--- src/design/chip_pkg.sv ---
// Shared pad counts, pad indices and JTAG TAP constants for the board wrapper
// Referenced by scoped names from the RTL and the testbench

package chip_pkg;

  ////////////////////////////////////////////////////////////////////
  // Pad counts
  ////////////////////////////////////////////////////////////////////

  localparam int NumMio  = 8;                   // Muxed GPIO pads
  localparam int NumDio  = 5;                   // Dedicated pads incl. strap
  localparam int NumPads = NumMio + NumDio;
  localparam int NumGpio = NumMio + NumDio - 1; // Strap is not owned by the core

  // Dedicated pad indices, offset by NumMio in the full pad vector
  localparam int DioTck    = 0;
  localparam int DioTms    = 1;
  localparam int DioTdi    = 2;
  localparam int DioTdo    = 3;
  localparam int DioJtagEn = 4;

  ////////////////////////////////////////////////////////////////////
  // TAP instructions and data registers
  ////////////////////////////////////////////////////////////////////

  localparam int IrWidth = 4;

  localparam logic [IrWidth-1:0] InstrIdcode = 4'h1;
  localparam logic [IrWidth-1:0] InstrGpio   = 4'h8;
  localparam logic [IrWidth-1:0] InstrBypass = 4'hF; // Unknown codes also bypass

  localparam logic [31:0] IdCode = 32'h0B41_70C1; // LSB must be 1

  // Fields from LSB: out, oe, invert, then one mirror bit
  localparam int GpioDrWidth = 3 * NumGpio + 1;

endpackage

--- src/design/pad_ring.sv ---
// Board pad ring model with split in/out/oe bits instead of tristates
// Synchronizes pad inputs and applies per-pad invert and connect mask

`timescale 1ns/100ps

module pad_ring #(
  // Unconnected pads read 0 and never drive
  parameter logic [chip_pkg::NumPads-1:0] ConnectMask = '1
) (
  input  logic                         clk,
  input  logic                         rst_i,
  // Pad side
  input  logic [chip_pkg::NumPads-1:0] pad_in_i,
  output logic [chip_pkg::NumPads-1:0] pad_out_o,
  output logic [chip_pkg::NumPads-1:0] pad_oe_o,
  // Core side
  output logic [chip_pkg::NumPads-1:0] in_o,
  input  logic [chip_pkg::NumPads-1:0] out_i,
  input  logic [chip_pkg::NumPads-1:0] oe_i,
  input  logic [chip_pkg::NumPads-1:0] invert_i
);

  logic [chip_pkg::NumPads-1:0] sync_q1;
  logic [chip_pkg::NumPads-1:0] sync_q2;
  logic [chip_pkg::NumPads-1:0] in_attr;

  ////////////////////////////////////////////////////////////////////
  // Input path
  ////////////////////////////////////////////////////////////////////

  // Invert ahead of the first flop, so the core side never sees a
  // combinational path from its own attribute back into its inputs
  assign in_attr = (pad_in_i ^ invert_i) & ConnectMask;

  always_ff @(posedge clk) begin
    if (rst_i) begin
      sync_q1 <= '0;
      sync_q2 <= '0;
    end else begin
      sync_q1 <= in_attr;
      sync_q2 <= sync_q1;  // Second stage for metastability
    end
  end

  assign in_o = sync_q2;  // Two cycles from pad to core

  ////////////////////////////////////////////////////////////////////
  // Output path
  ////////////////////////////////////////////////////////////////////

  assign pad_out_o = (out_i ^ invert_i) & ConnectMask;
  assign pad_oe_o  = oe_i & ConnectMask;  // Masked pads stay high-Z

endmodule

--- src/design/jtag_overlay_mux.sv ---
// JTAG overlay between the pad ring and the core
// Strap pad hands the four dedicated JTAG pads to the TAP, core sees tie-offs

`timescale 1ns/100ps

module jtag_overlay_mux #(
  parameter logic [chip_pkg::NumPads-1:0] TieOffValues   = '0,
  parameter bit                           JtagEnPolarity = 1'b1
) (
  // Pad ring side
  input  logic [chip_pkg::NumPads-1:0] in_padring_i,
  output logic [chip_pkg::NumPads-1:0] out_padring_o,
  output logic [chip_pkg::NumPads-1:0] oe_padring_o,
  // Core side
  output logic [chip_pkg::NumGpio-1:0] in_core_o,
  input  logic [chip_pkg::NumGpio-1:0] out_core_i,
  input  logic [chip_pkg::NumGpio-1:0] oe_core_i,
  // TAP side
  output logic                         jtag_tck_o,
  output logic                         jtag_tms_o,
  output logic                         jtag_tdi_o,
  input  logic                         jtag_tdo_i,
  output logic                         jtag_active_o
);

  // Positions in the full pad vector; DIO 3..0 share them on the core side
  localparam int TckIdx  = chip_pkg::NumMio + chip_pkg::DioTck;
  localparam int TmsIdx  = chip_pkg::NumMio + chip_pkg::DioTms;
  localparam int TdiIdx  = chip_pkg::NumMio + chip_pkg::DioTdi;
  localparam int TdoIdx  = chip_pkg::NumMio + chip_pkg::DioTdo;
  localparam int StrapIdx = chip_pkg::NumMio + chip_pkg::DioJtagEn;

  assign jtag_active_o = (in_padring_i[StrapIdx] == JtagEnPolarity);

  always_comb begin
    // Default is straight pass-through, strap pad input only
    in_core_o     = in_padring_i[chip_pkg::NumGpio-1:0];
    out_padring_o = {1'b0, out_core_i};
    oe_padring_o  = {1'b0, oe_core_i};
    jtag_tck_o    = 1'b0;
    jtag_tms_o    = 1'b0;
    jtag_tdi_o    = 1'b0;

    if (jtag_active_o) begin
      jtag_tck_o = in_padring_i[TckIdx];
      jtag_tms_o = in_padring_i[TmsIdx];
      jtag_tdi_o = in_padring_i[TdiIdx];

      // Core sees fixed values on the borrowed pads
      in_core_o[TckIdx] = TieOffValues[TckIdx];
      in_core_o[TmsIdx] = TieOffValues[TmsIdx];
      in_core_o[TdiIdx] = TieOffValues[TdiIdx];
      in_core_o[TdoIdx] = TieOffValues[TdoIdx];

      out_padring_o[TckIdx] = 1'b0;
      out_padring_o[TmsIdx] = 1'b0;
      out_padring_o[TdiIdx] = 1'b0;
      oe_padring_o[TckIdx]  = 1'b0;  // JTAG inputs
      oe_padring_o[TmsIdx]  = 1'b0;
      oe_padring_o[TdiIdx]  = 1'b0;

      out_padring_o[TdoIdx] = jtag_tdo_i;
      oe_padring_o[TdoIdx]  = 1'b1;
    end
  end

endmodule

--- src/design/jtag_tap.sv ---
// JTAG TAP controller running in the clk domain on an oversampled TCK
// Supports IDCODE, BYPASS and the GPIO data register

`timescale 1ns/100ps

module jtag_tap (
  input  logic                             clk,
  input  logic                             rst_i,
  input  logic                             jtag_active_i,
  input  logic                             tck_i,       // Already synchronized
  input  logic                             tms_i,
  input  logic                             tdi_i,
  output logic                             tdo_o,
  input  logic [chip_pkg::GpioDrWidth-1:0] gpio_capture_i,
  output logic [chip_pkg::GpioDrWidth-1:0] gpio_update_o,
  output logic                             gpio_update_valid_o
);

  localparam int IdWidth = $bits(chip_pkg::IdCode);

  typedef enum logic [3:0] {
    TestLogicReset, RunTestIdle,
    SelectDrScan, CaptureDr, ShiftDr, Exit1Dr, PauseDr, Exit2Dr, UpdateDr,
    SelectIrScan, CaptureIr, ShiftIr, Exit1Ir, PauseIr, Exit2Ir, UpdateIr
  } tap_state_e;

  tap_state_e                       state_q, state_d;
  logic                             tap_rst;
  logic                             tck_q;
  logic                             tck_rise;
  logic                             tck_fall;
  logic [chip_pkg::IrWidth-1:0]     ir_q;
  logic [chip_pkg::IrWidth-1:0]     ir_shift_q;
  logic [chip_pkg::GpioDrWidth-1:0] dr_shift_q;

  assign tap_rst = rst_i | ~jtag_active_i;  // Idle TAP while pads belong to GPIO

  ////////////////////////////////////////////////////////////////////
  // TCK edge detect and TAP state machine
  ////////////////////////////////////////////////////////////////////

  always_ff @(posedge clk) begin
    if (tap_rst) tck_q <= 1'b0;
    else         tck_q <= tck_i;
  end

  assign tck_rise = tck_i & ~tck_q;
  assign tck_fall = ~tck_i & tck_q;

  always_comb begin
    state_d = state_q;
    case (state_q)
      TestLogicReset: state_d = tms_i ? TestLogicReset : RunTestIdle;
      RunTestIdle:    state_d = tms_i ? SelectDrScan   : RunTestIdle;
      SelectDrScan:   state_d = tms_i ? SelectIrScan   : CaptureDr;
      CaptureDr:      state_d = tms_i ? Exit1Dr        : ShiftDr;
      ShiftDr:        state_d = tms_i ? Exit1Dr        : ShiftDr;
      Exit1Dr:        state_d = tms_i ? UpdateDr       : PauseDr;
      PauseDr:        state_d = tms_i ? Exit2Dr        : PauseDr;
      Exit2Dr:        state_d = tms_i ? UpdateDr       : ShiftDr;
      UpdateDr:       state_d = tms_i ? SelectDrScan   : RunTestIdle;
      SelectIrScan:   state_d = tms_i ? TestLogicReset : CaptureIr;
      CaptureIr:      state_d = tms_i ? Exit1Ir        : ShiftIr;
      ShiftIr:        state_d = tms_i ? Exit1Ir        : ShiftIr;
      Exit1Ir:        state_d = tms_i ? UpdateIr       : PauseIr;
      PauseIr:        state_d = tms_i ? Exit2Ir        : PauseIr;
      Exit2Ir:        state_d = tms_i ? UpdateIr       : ShiftIr;
      UpdateIr:       state_d = tms_i ? SelectDrScan   : RunTestIdle;
      default:        state_d = TestLogicReset;
    endcase
  end

  always_ff @(posedge clk) begin
    if (tap_rst)       state_q <= TestLogicReset;
    else if (tck_rise) state_q <= state_d;
  end

  ////////////////////////////////////////////////////////////////////
  // Instruction and data registers
  ////////////////////////////////////////////////////////////////////

  always_ff @(posedge clk) begin
    if (tap_rst || state_q == TestLogicReset) begin
      ir_q <= chip_pkg::InstrIdcode;
    end else if (tck_fall && state_q == UpdateIr) begin
      ir_q <= ir_shift_q;
    end
  end

  always_ff @(posedge clk) begin
    if (tck_rise && state_q == CaptureIr) begin
      ir_shift_q <= chip_pkg::IrWidth'(1);  // Fixed 01 pattern in the LSBs
    end else if (tck_rise && state_q == ShiftIr) begin
      ir_shift_q <= {tdi_i, ir_shift_q[chip_pkg::IrWidth-1:1]};
    end
  end

  // One shift register serves all three data registers, length set by IR
  always_ff @(posedge clk) begin
    if (tck_rise && state_q == CaptureDr) begin
      case (ir_q)
        chip_pkg::InstrIdcode: dr_shift_q <= chip_pkg::GpioDrWidth'(chip_pkg::IdCode);
        chip_pkg::InstrGpio:   dr_shift_q <= gpio_capture_i;
        default:               dr_shift_q <= '0;
      endcase
    end else if (tck_rise && state_q == ShiftDr) begin
      case (ir_q)
        chip_pkg::InstrIdcode: dr_shift_q[IdWidth-1:0] <= {tdi_i, dr_shift_q[IdWidth-1:1]};
        chip_pkg::InstrGpio:   dr_shift_q <= {tdi_i, dr_shift_q[chip_pkg::GpioDrWidth-1:1]};
        default:               dr_shift_q[0] <= tdi_i;  // 1-bit bypass
      endcase
    end
  end

  ////////////////////////////////////////////////////////////////////
  // TDO and GPIO update
  ////////////////////////////////////////////////////////////////////

  always_ff @(posedge clk) begin
    if (tap_rst) begin
      tdo_o <= 1'b0;
    end else if (tck_fall) begin
      if (state_q == ShiftIr)      tdo_o <= ir_shift_q[0];
      else if (state_q == ShiftDr) tdo_o <= dr_shift_q[0];
      else                         tdo_o <= 1'b0;
    end
  end

  always_ff @(posedge clk) begin
    if (tap_rst) begin
      gpio_update_valid_o <= 1'b0;
    end else begin
      gpio_update_valid_o <= tck_fall && (state_q == UpdateDr) &&
                             (ir_q == chip_pkg::InstrGpio);
    end
  end

  assign gpio_update_o = dr_shift_q;

endmodule

--- src/design/gpio_core.sv ---
// Chip core with the JTAG TAP and the GPIO register block
// Registers are written through the TAP GPIO data register

`timescale 1ns/100ps

module gpio_core (
  input  logic                         clk,
  input  logic                         rst_i,
  input  logic                         jtag_active_i,
  input  logic                         tck_i,
  input  logic                         tms_i,
  input  logic                         tdi_i,
  output logic                         tdo_o,
  input  logic [chip_pkg::NumGpio-1:0] gpio_in_i,
  output logic [chip_pkg::NumGpio-1:0] gpio_out_o,
  output logic [chip_pkg::NumGpio-1:0] gpio_oe_o,
  output logic [chip_pkg::NumGpio-1:0] gpio_invert_o
);

  localparam int N         = chip_pkg::NumGpio;
  localparam int OeLsb     = N;
  localparam int InvLsb    = 2 * N;
  localparam int MirrorIdx = 3 * N;
  localparam int MirBits   = 4;  // MIO 3..0 onto MIO 7..4
  localparam int MirDstLsb = 4;

  logic [N-1:0]                     out_q;
  logic [N-1:0]                     oe_q;
  logic [N-1:0]                     invert_q;
  logic                             mirror_q;
  logic [chip_pkg::GpioDrWidth-1:0] dr_capture;
  logic [chip_pkg::GpioDrWidth-1:0] dr_update;
  logic                             dr_update_valid;

  jtag_tap jtag_tap (
    .clk                 ( clk             ),
    .rst_i               ( rst_i           ),
    .jtag_active_i       ( jtag_active_i   ),
    .tck_i               ( tck_i           ),
    .tms_i               ( tms_i           ),
    .tdi_i               ( tdi_i           ),
    .tdo_o               ( tdo_o           ),
    .gpio_capture_i      ( dr_capture      ),
    .gpio_update_o       ( dr_update       ),
    .gpio_update_valid_o ( dr_update_valid )
  );

  // Live inputs in the out field, register contents elsewhere
  assign dr_capture = {mirror_q, invert_q, oe_q, gpio_in_i};

  always_ff @(posedge clk) begin
    if (rst_i) begin
      out_q    <= '0;
      oe_q     <= '0;
      invert_q <= '0;
      mirror_q <= 1'b0;
    end else if (dr_update_valid) begin
      out_q    <= dr_update[N-1:0];
      oe_q     <= dr_update[OeLsb +: N];
      invert_q <= dr_update[InvLsb +: N];
      mirror_q <= dr_update[MirrorIdx];
    end
  end

  always_comb begin
    gpio_out_o = out_q;
    if (mirror_q) gpio_out_o[MirDstLsb +: MirBits] = gpio_in_i[MirBits-1:0];
  end

  assign gpio_oe_o = oe_q;

  // JTAG pads must never be inverted while the TAP owns them
  always_comb begin
    gpio_invert_o = invert_q;
    if (jtag_active_i) gpio_invert_o[N-1:chip_pkg::NumMio] = '0;
  end

endmodule

--- src/design/board_top.sv ---
// Board level wrapper: pad ring, JTAG overlay mux and chip core
// Pads are modelled as split in/out/oe vectors, MIO in the low bits

`timescale 1ns/100ps

module board_top (
  input  logic                         clk,
  input  logic                         rst_i,
  input  logic [chip_pkg::NumPads-1:0] pad_in_i,
  output logic [chip_pkg::NumPads-1:0] pad_out_o,
  output logic [chip_pkg::NumPads-1:0] pad_oe_o
);

  localparam logic [chip_pkg::NumPads-1:0] ConnectMask    = '1;
  localparam logic [chip_pkg::NumPads-1:0] TieOffValues   = '0;
  localparam bit                           JtagEnPolarity = 1'b1;

  logic [chip_pkg::NumPads-1:0] in_padring, out_padring, oe_padring;
  logic [chip_pkg::NumPads-1:0] pad_invert;
  logic [chip_pkg::NumGpio-1:0] in_core, out_core, oe_core;
  logic [chip_pkg::NumGpio-1:0] gpio_invert;
  logic jtag_tck, jtag_tms, jtag_tdi, jtag_tdo;
  logic jtag_active;

  assign pad_invert = {1'b0, gpio_invert};  // Strap pad is never inverted

  pad_ring #(
    .ConnectMask ( ConnectMask )
  ) pad_ring (
    .clk       ( clk         ),
    .rst_i     ( rst_i       ),
    .pad_in_i  ( pad_in_i    ),
    .pad_out_o ( pad_out_o   ),
    .pad_oe_o  ( pad_oe_o    ),
    .in_o      ( in_padring  ),
    .out_i     ( out_padring ),
    .oe_i      ( oe_padring  ),
    .invert_i  ( pad_invert  )
  );

  jtag_overlay_mux #(
    .TieOffValues   ( TieOffValues   ),
    .JtagEnPolarity ( JtagEnPolarity )
  ) jtag_overlay_mux (
    .in_padring_i  ( in_padring  ),
    .out_padring_o ( out_padring ),
    .oe_padring_o  ( oe_padring  ),
    .in_core_o     ( in_core     ),
    .out_core_i    ( out_core    ),
    .oe_core_i     ( oe_core     ),
    .jtag_tck_o    ( jtag_tck    ),
    .jtag_tms_o    ( jtag_tms    ),
    .jtag_tdi_o    ( jtag_tdi    ),
    .jtag_tdo_i    ( jtag_tdo    ),
    .jtag_active_o ( jtag_active )
  );

  gpio_core gpio_core (
    .clk           ( clk         ),
    .rst_i         ( rst_i       ),
    .jtag_active_i ( jtag_active ),
    .tck_i         ( jtag_tck    ),
    .tms_i         ( jtag_tms    ),
    .tdi_i         ( jtag_tdi    ),
    .tdo_o         ( jtag_tdo    ),
    .gpio_in_i     ( in_core     ),
    .gpio_out_o    ( out_core    ),
    .gpio_oe_o     ( oe_core     ),
    .gpio_invert_o ( gpio_invert )
  );

endmodule

--- config.mk ---
export PLATFORM = sky130hd
export DESIGN_NAME = board_top
export DESIGN_NICKNAME = d
export VERILOG_FILES = /design/src/design/chip_pkg.sv /design/src/design/pad_ring.sv /design/src/design/jtag_overlay_mux.sv /design/src/design/jtag_tap.sv /design/src/design/gpio_core.sv /design/src/design/board_top.sv
export SDC_FILE = /design/constraint.sdc
export NUM_CORES = 1
export LEC_CHECK = 0
export BUFFER_PORTS_ARGS = -buffer_cell sky130_fd_sc_hd__clkbuf_2
export CORE_ASPECT_RATIO = 1.5
export CORE_MARGIN = 4
export CORE_UTILIZATION = 55
export CTS_BUF_LIST = sky130_fd_sc_hd__clkbuf_16
export DETAILED_ROUTE_END_ITERATION = 16
export PLACE_DENSITY = 0.74
export REMOVE_ABC_BUFFERS = 1
export SLEW_MARGIN = 20
export SYNTH_ARGS = -nofsm -noshare
export SYNTH_HDL_FRONTEND = slang
export SYNTH_SLANG_ARGS = --single-unit
--- constraint.sdc ---
create_clock -name clk -period 6.6 [get_ports clk]
set_clock_uncertainty 0.05 [all_clocks]
set_input_delay 0.66 -clock clk [delete_from_list [all_inputs] [get_ports clk]]
set_output_delay 0.66 -clock clk [all_outputs]
set_load 0.02 [all_outputs]
---- After elaboration in Yosys (flattened, before gate mapping) ----
Index checks and enable logic that the tools add are counted.
operators by class
  equal/unequal tests ..................... 17
  muxes and demuxes ....................... 29
  reductions and logical operators ........ 18
  bitwise gates (word level) .............. 8
operators by type and width
  kind                                                  number
  2-to-1 mux 37 bit                                     2
  case mux 37 bit (2 select lines)                      1
  case mux 31 bit (2 select lines)                      1
  case mux 4 bit (12 select lines)                      1
  equality test 4 bit (second input constant)           9
  2-to-1 mux 4 bit                                      9
  equality test 4 x 3 -> 1 bit (second input constant)  4
  XOR 13 x 12 -> 13 bit                                 1
  XOR 12 bit                                            1
  2-to-1 mux 1 bit                                      9
  equality test 4 x 1 -> 1 bit (second input constant)  2
  equality test 4 x 2 -> 1 bit (second input constant)  2
  logical AND 1 bit                                     7
  2-to-1 mux 2 bit                                      3
  2-to-1 mux 3 bit                                      2
  OR reduction 2 bit                                    3
  2-to-1 mux 5 bit                                      1
  logical NOT 4 bit                                     1
  AND reduction 2 bit                                   2
  nonzero test 2 bit                                    2
  inverter 1 bit                                        3
  nonzero test 3 bit                                    1
  OR reduction 3 bit                                    1
  bitwise AND 1 bit                                     2
  other kinds (2)                                       2
storage, ports and cells
  logic and storage cells ................. 87
  output and inout port bits .............. 26
  register bits ........................... 115

---- Longest topological paths before layout ----
  depth after elaboration ................. 5
  mapped depth ............................ 7
  mapped depth without buffers ............ 4

---- Modules after synthesis ----
Synthesis repeated with hierarchy kept, for this count alone.
second synthesis, totals
  cell total of the unflattened synthesis .. 554
  area, all modules ....................... 5,431.5 µm²
by module, submodules not included
  module            cells each  seq. area each (µm²)  area an instance (µm²)  times used
  jtag_tap          273         1,411.4               2,581.2                 1
  gpio_core         143         740.7                 1,531.5                 1
  pad_ring          93          520.5                 993.5                   1
  jtag_overlay_mux  44          0.0                   321.6                   1
  board_top         1           0.0                   3.8                     1

---- Worst setup path before layout ----
OpenSTA, ideal clock, no wires.
  path kind ............................... register to register
  start ................................... register gpio_core.jtag_tap.state_q[2]
  end ..................................... register gpio_core.jtag_tap.dr_shift_q, in the netlist gpio_core.jtag_tap.gpio_update_o[10] (enable)
  buffers on the path ..................... 2
  slack ................................... 2.817 ns
  arrival time ............................ 3.266 ns
  period minus slack after synthesis ...... 3.783 ns
  cell stages (with the launch flop) ...... 6
  cells stage by stage .................... dfxtp_1 > buf_2 > buf_2 > and2_1 > nand2_1 > a211oi_1
between the ends
  word-level cells in the longest chain between the ends .. 4
  elaborated cells between the ends (all ways) .. 7
  those cells by class .................... 2 x eq/ne; 5 x reduce/logical
ends and longest elaborated chain
  item                                                                          RTL line                          source
  from (decl)                                                                   jtag_tap.sv:27                    tap_state_e state_q, state_d;
  from (signal assigned)                                                        jtag_tap.sv:74                    if (tap_rst) state_q <= TestLogicReset;
  from (signal assigned)                                                        jtag_tap.sv:75                    else if (tck_rise) state_q <= state_d;
  equality test 4 x 2 -> 1 bit or equality test 4 x 3 -> 1 bit (tied branches)  jtag_tap.sv:100, jtag_tap.sv:106
  logical AND 1 bit (on tied branches)                                          jtag_tap.sv:100, jtag_tap.sv:106
  nonzero test 3 bit (no source line) or nonzero test 2 bit (tied branches)     --
  AND reduction 2 bit (no source line) *                                        --
  to (signal assigned)                                                          jtag_tap.sv:102                   chip_pkg::InstrIdcode: dr_shift_q <= chip_pkg::GpioDrWidth'(chip_pkg::IdCode);
  to (signal assigned)                                                          jtag_tap.sv:103                   chip_pkg::InstrGpio: dr_shift_q <= gpio_capture_i;
  to (signal, indexed assignment)                                               jtag_tap.sv:108                   chip_pkg::InstrIdcode: dr_shift_q[IdWidth-1:0] <= {tdi_i, dr_shift_q[IdWidth-1:1]};
  to (decl)                                                                     jtag_tap.sv:34                    logic [chip_pkg::GpioDrWidth-1:0] dr_shift_q;
Mark *: on every way between the ends. The rest lies on a longest branch, timed or not.
A chain may end at the register's enable or synchronous reset.

---- Worst setup path after layout ----
  start ................................... register pad_ring.sync_q2, in the netlist pad_ring.in_o[12]
  end ..................................... register gpio_core.jtag_tap.dr_shift_q, in the netlist gpio_core.jtag_tap.gpio_update_o[0], data pin
between the ends
  word-level cells in the longest chain between the ends .. 4
  elaborated cells between the ends (all ways) .. 7
  those cells by class .................... 5 x mux; 1 x bitwise; 1 x reduce/logical
ends and longest elaborated chain
  item                                                    RTL line                          source
  from (decl)                                             pad_ring.sv:24                    logic [chip_pkg::NumPads-1:0] sync_q2;
  from (signal assigned)                                  pad_ring.sv:41                    sync_q2 <= sync_q1;
  2-to-1 mux 1 bit                                        jtag_overlay_mux.sv:44            if (jtag_active_o) begin
  2-to-1 mux 1 bit or bitwise AND 1 bit (tied branches)   jtag_tap.sv:107, jtag_tap.sv:47
  2-to-1 mux 37 bit or logical AND 1 bit (tied branches)  jtag_tap.sv:106, jtag_tap.sv:100
  2-to-1 mux 37 bit *                                     jtag_tap.sv:100                   if (tck_rise && state_q == CaptureDr) begin
  to (signal assigned)                                    jtag_tap.sv:102
  to (signal, indexed assignment)                         jtag_tap.sv:108
  to (signal assigned)                                    jtag_tap.sv:109                   chip_pkg::InstrGpio: dr_shift_q <= {tdi_i, dr_shift_q[chip_pkg::GpioDrWidth-1:1]};
Mark *: on every way between the ends. The rest lies on a longest branch, timed or not. The select of a mux whose other input is x is not followed.

==> flow_metrics.tcl <==
set metrics [dict create \
    status "completed" \
    drt_iter0_drc 263 \
    die_w_um 85.4 \
    port_buffers 37 \
    max-cap-violations 0 \
    numCtsBuffers 17 \
    cts-root-buf "clkbuf_16" \
    clk_path_buf_depth 2 \
    worstSetupEndpointType "flip-flop" \
    num_rows 42 \
    drt_wl_total_um 9780 \
    yosys-top-cells-count "76 x dfxtp_1, 62 x nand2_1, 61 x nor2_1, 47 x mux2i_1, 37 x edfxtp_1" \
    dieArea_um2 10600 \
    crit_buf_inv 0 \
    cts.clk_slew.worst_paths_ps 50 \
    synth_top_area_cell "dfxtp_1" \
    avgSynthCellArea_um2 10.1 \
    max_slew_margin_pct 31.1 \
    dr_total_vias 3445 \
    postCtsSetupBuffers 0 \
    yosysTopAreaCellShare_pct 30.8 \
    cts_resized 0 \
    finalSetupTns_ps 0 \
    yosys_register_bits 113 \
    fin_nets 525 \
    synth_most_common_cell "dfxtp_1" \
    crit_fanout 24 \
    diodes 0 \
    cts_tree "yes" \
    p_leak_nw 2.20 \
    crit_path_top_delay_cell "nor3_4" \
    maxSlewViolCount 0 \
    drc 0 \
    rsz0062_at_grt "false" \
    peakVddDrop_mv 0.220 \
    clock_sinks 113 \
    arrival_ps 2980 \
    max_freq_mhz 343 \
    cp_slowest_stage_delay_ps 990 \
    first_global_vias 3458 \
    pre_cts_slack_ps 3640 \
    crit_path_cell_trace "nand3b_1 -> nor3_4 -> o21ai_0" \
    ctsHoldBuffers 0 \
    fin_ws_ps 3680 \
    yosysWarnings 0 \
    area_delta_synth_final_pct 15.2 \
    cp-start-kind "flip-flop" \
    setup_viol 0 \
    core_area_um2 8830 \
    holdWs_ps 390 \
    ant_nets 0 \
    hold_viol_final 0 \
    tightest_slew_ps 1030 \
    postPlaceCellArea_um2 5070 \
    grt_pass1_wl_um 16300 \
    routedWlPerCell_um 15.5 \
    antenna_found_initial 0 \
    worstSetupPathType "flip-flop to flip-flop" \
    grt_use_total_pct 19.8 \
    start_util_pct 56.0 \
    drive_gt1_share_pct 17.2 \
    period_share_pct 44.2 \
    p_per_area_nw_per_um2 300 \
    fin_crit_ps 2920 \
    ys_types 50 \
    yosys-top-cells-area "dfxtp_1 31%, edfxtp_1 22%, mux2i_1 9.5%" \
    grt_overflow 0 \
    syn_inst 492 \
    yosys_most_used_dff "dfxtp_1" \
    dr.pass1.iters 4 \
    clk-insertion-delay-late_ps 410 \
    worst_path_dominant_cell_family "simple AND/OR/NAND/NOR gates" \
    avgViaCountPerCell 5.44 \
    synth_async_sr_flop_share_pct 0 \
    final_area_um2 5700 \
    synth_edf_count 37 \
    hpwlAfterDp_um 5880 \
    cts_htree_levels 4 \
    place_congestion 0.749 \
    p_total_mw 1.71 \
    holdCritPathClass "flip-flop to flip-flop" \
    io_pins 41 \
    synth-seq-area-share_pct 53.2 \
    grt_max_degree 65 \
    netlist_area_um2 4940 \
    crit_required_ps 6660 \
    die_height_um 124 \
]
## layout by cell type, fill, tap and decap left out, types with 4 or more instances in the layout
master | netlist | layout
a21oi_1 | 16 | 16
nor2_1 | 61 | 61
mux2i_1 | 47 | 47
bufinv_16 | 0 | 5
nand3_1 | 30 | 30
xor2_1 | 4 | 4
o21ai_0 | 8 | 8
buf_4 | 12 | 5
nor2b_1 | 23 | 23
edfxtp_1 | 37 | 37
xnor2_1 | 20 | 20
inv_1 | 4 | 6
clkbuf_2 | 0 | 37
nand2_1 | 62 | 62
o21ai_2 | 10 | 10
and2_1 | 6 | 6
clkinv_2 | 0 | 5
a211oi_1 | 5 | 4
clkbuf_16 | 0 | 17
dfxtp_1 | 76 | 75
## state kept, by name (all words and copies together) (netlist names)
name and count:
pad_ring.in_o 12, gpio_core.jtag_tap.state_q 4, gpio_core.jtag_tap.tdo_o 1, gpio_core.jtag_tap.gpio_update_o 37
gpio_core.jtag_tap.tck_q 1, gpio_core.invert_q 12, pad_ring.sync_q1 12, gpio_core.jtag_tap.gpio_update_valid_o 1
gpio_core.jtag_tap.ir_q 4, gpio_core.mirror_q 1, gpio_core.out_q 12, gpio_core.jtag_tap.ir_shift_q 4
gpio_core.gpio_oe_o 12
## report_power, final
part / internal (mW) / total (mW) / leakage (nW) / switching, mW
clock: 0.660 / 0.962 / 0.318 / 0.303
sequential: 0.721 / 0.726 / 0.956 / 0.00412
combinational: 0.00904 / 0.0218 / 0.924 / 0.0128
total: 1.39 / 1.71 / 2.20 / 0.320
## cells by family (layout without fill, tap and decap cells)
kind of cell / Yosys count / count (layout) / share of synthesized area (%)
AND/OR/NAND/NOR: 205 / 205 / 20.0
flip-flops: 113 / 113 / 53.2
AO/OA/AOI/OAI: 54 / 54 / 7.47
buffers and inverters: 48 / 78 / 5.49
multiplexers: 47 / 47 / 9.51
XOR/XNOR: 24 / 24 / 4.25
other: 1 / 2 / 0.0758
## layout make-up
class	count	area, um^2
multi-input combinational	332	2060
tap	110	138
inverter	4	15.0
fill	727	3130
timing repair buffer	42	223
clock buffer	17	425
sequential	113	2630
clock inverter	15	199
## stage by stage
stage	std cells	utilization, %
final	633	64.5
after floorplan	449	-
after detailed placement	601	57.4
after global placement	601	57.4
after global routing	633	64.5
after CTS	633	64.5
## path summary, 6_finish.rpt
check,start,to,slack [ps],depth (start not counted)
worst max-delay path,pad_ring.in_o[12]$_SDFF_PP0_,gpio_core.jtag_tap.gpio_update_o[0]$_DFFE_PP_,3680,3
worst min-delay path,pad_ring.sync_q1[10]$_SDFF_PP0_,pad_ring.in_o[10]$_SDFF_PP0_,390,1
worst max register to register,pad_ring.in_o[12]$_SDFF_PP0_,gpio_core.jtag_tap.gpio_update_o[0]$_DFFE_PP_,3680,3
worst min register to register,pad_ring.sync_q1[10]$_SDFF_PP0_,pad_ring.in_o[10]$_SDFF_PP0_,390,1
## metal layers
| metal | vias to the layer above | GRT usage (%) | wire length [um] |
|---|---|---|---|
| met1 | 1648 | 22.9 | 4170 |
| met3 | 14 | 5.56 | 430 |
| li1 | 1701 | - | - |
| met4 | 0 | 8.81 | 206 |
| met2 | 82 | 34.1 | 4980 |
| met5 | - | 0 | 0 |
No activity file was read; power rests on OpenSTA's default activity.
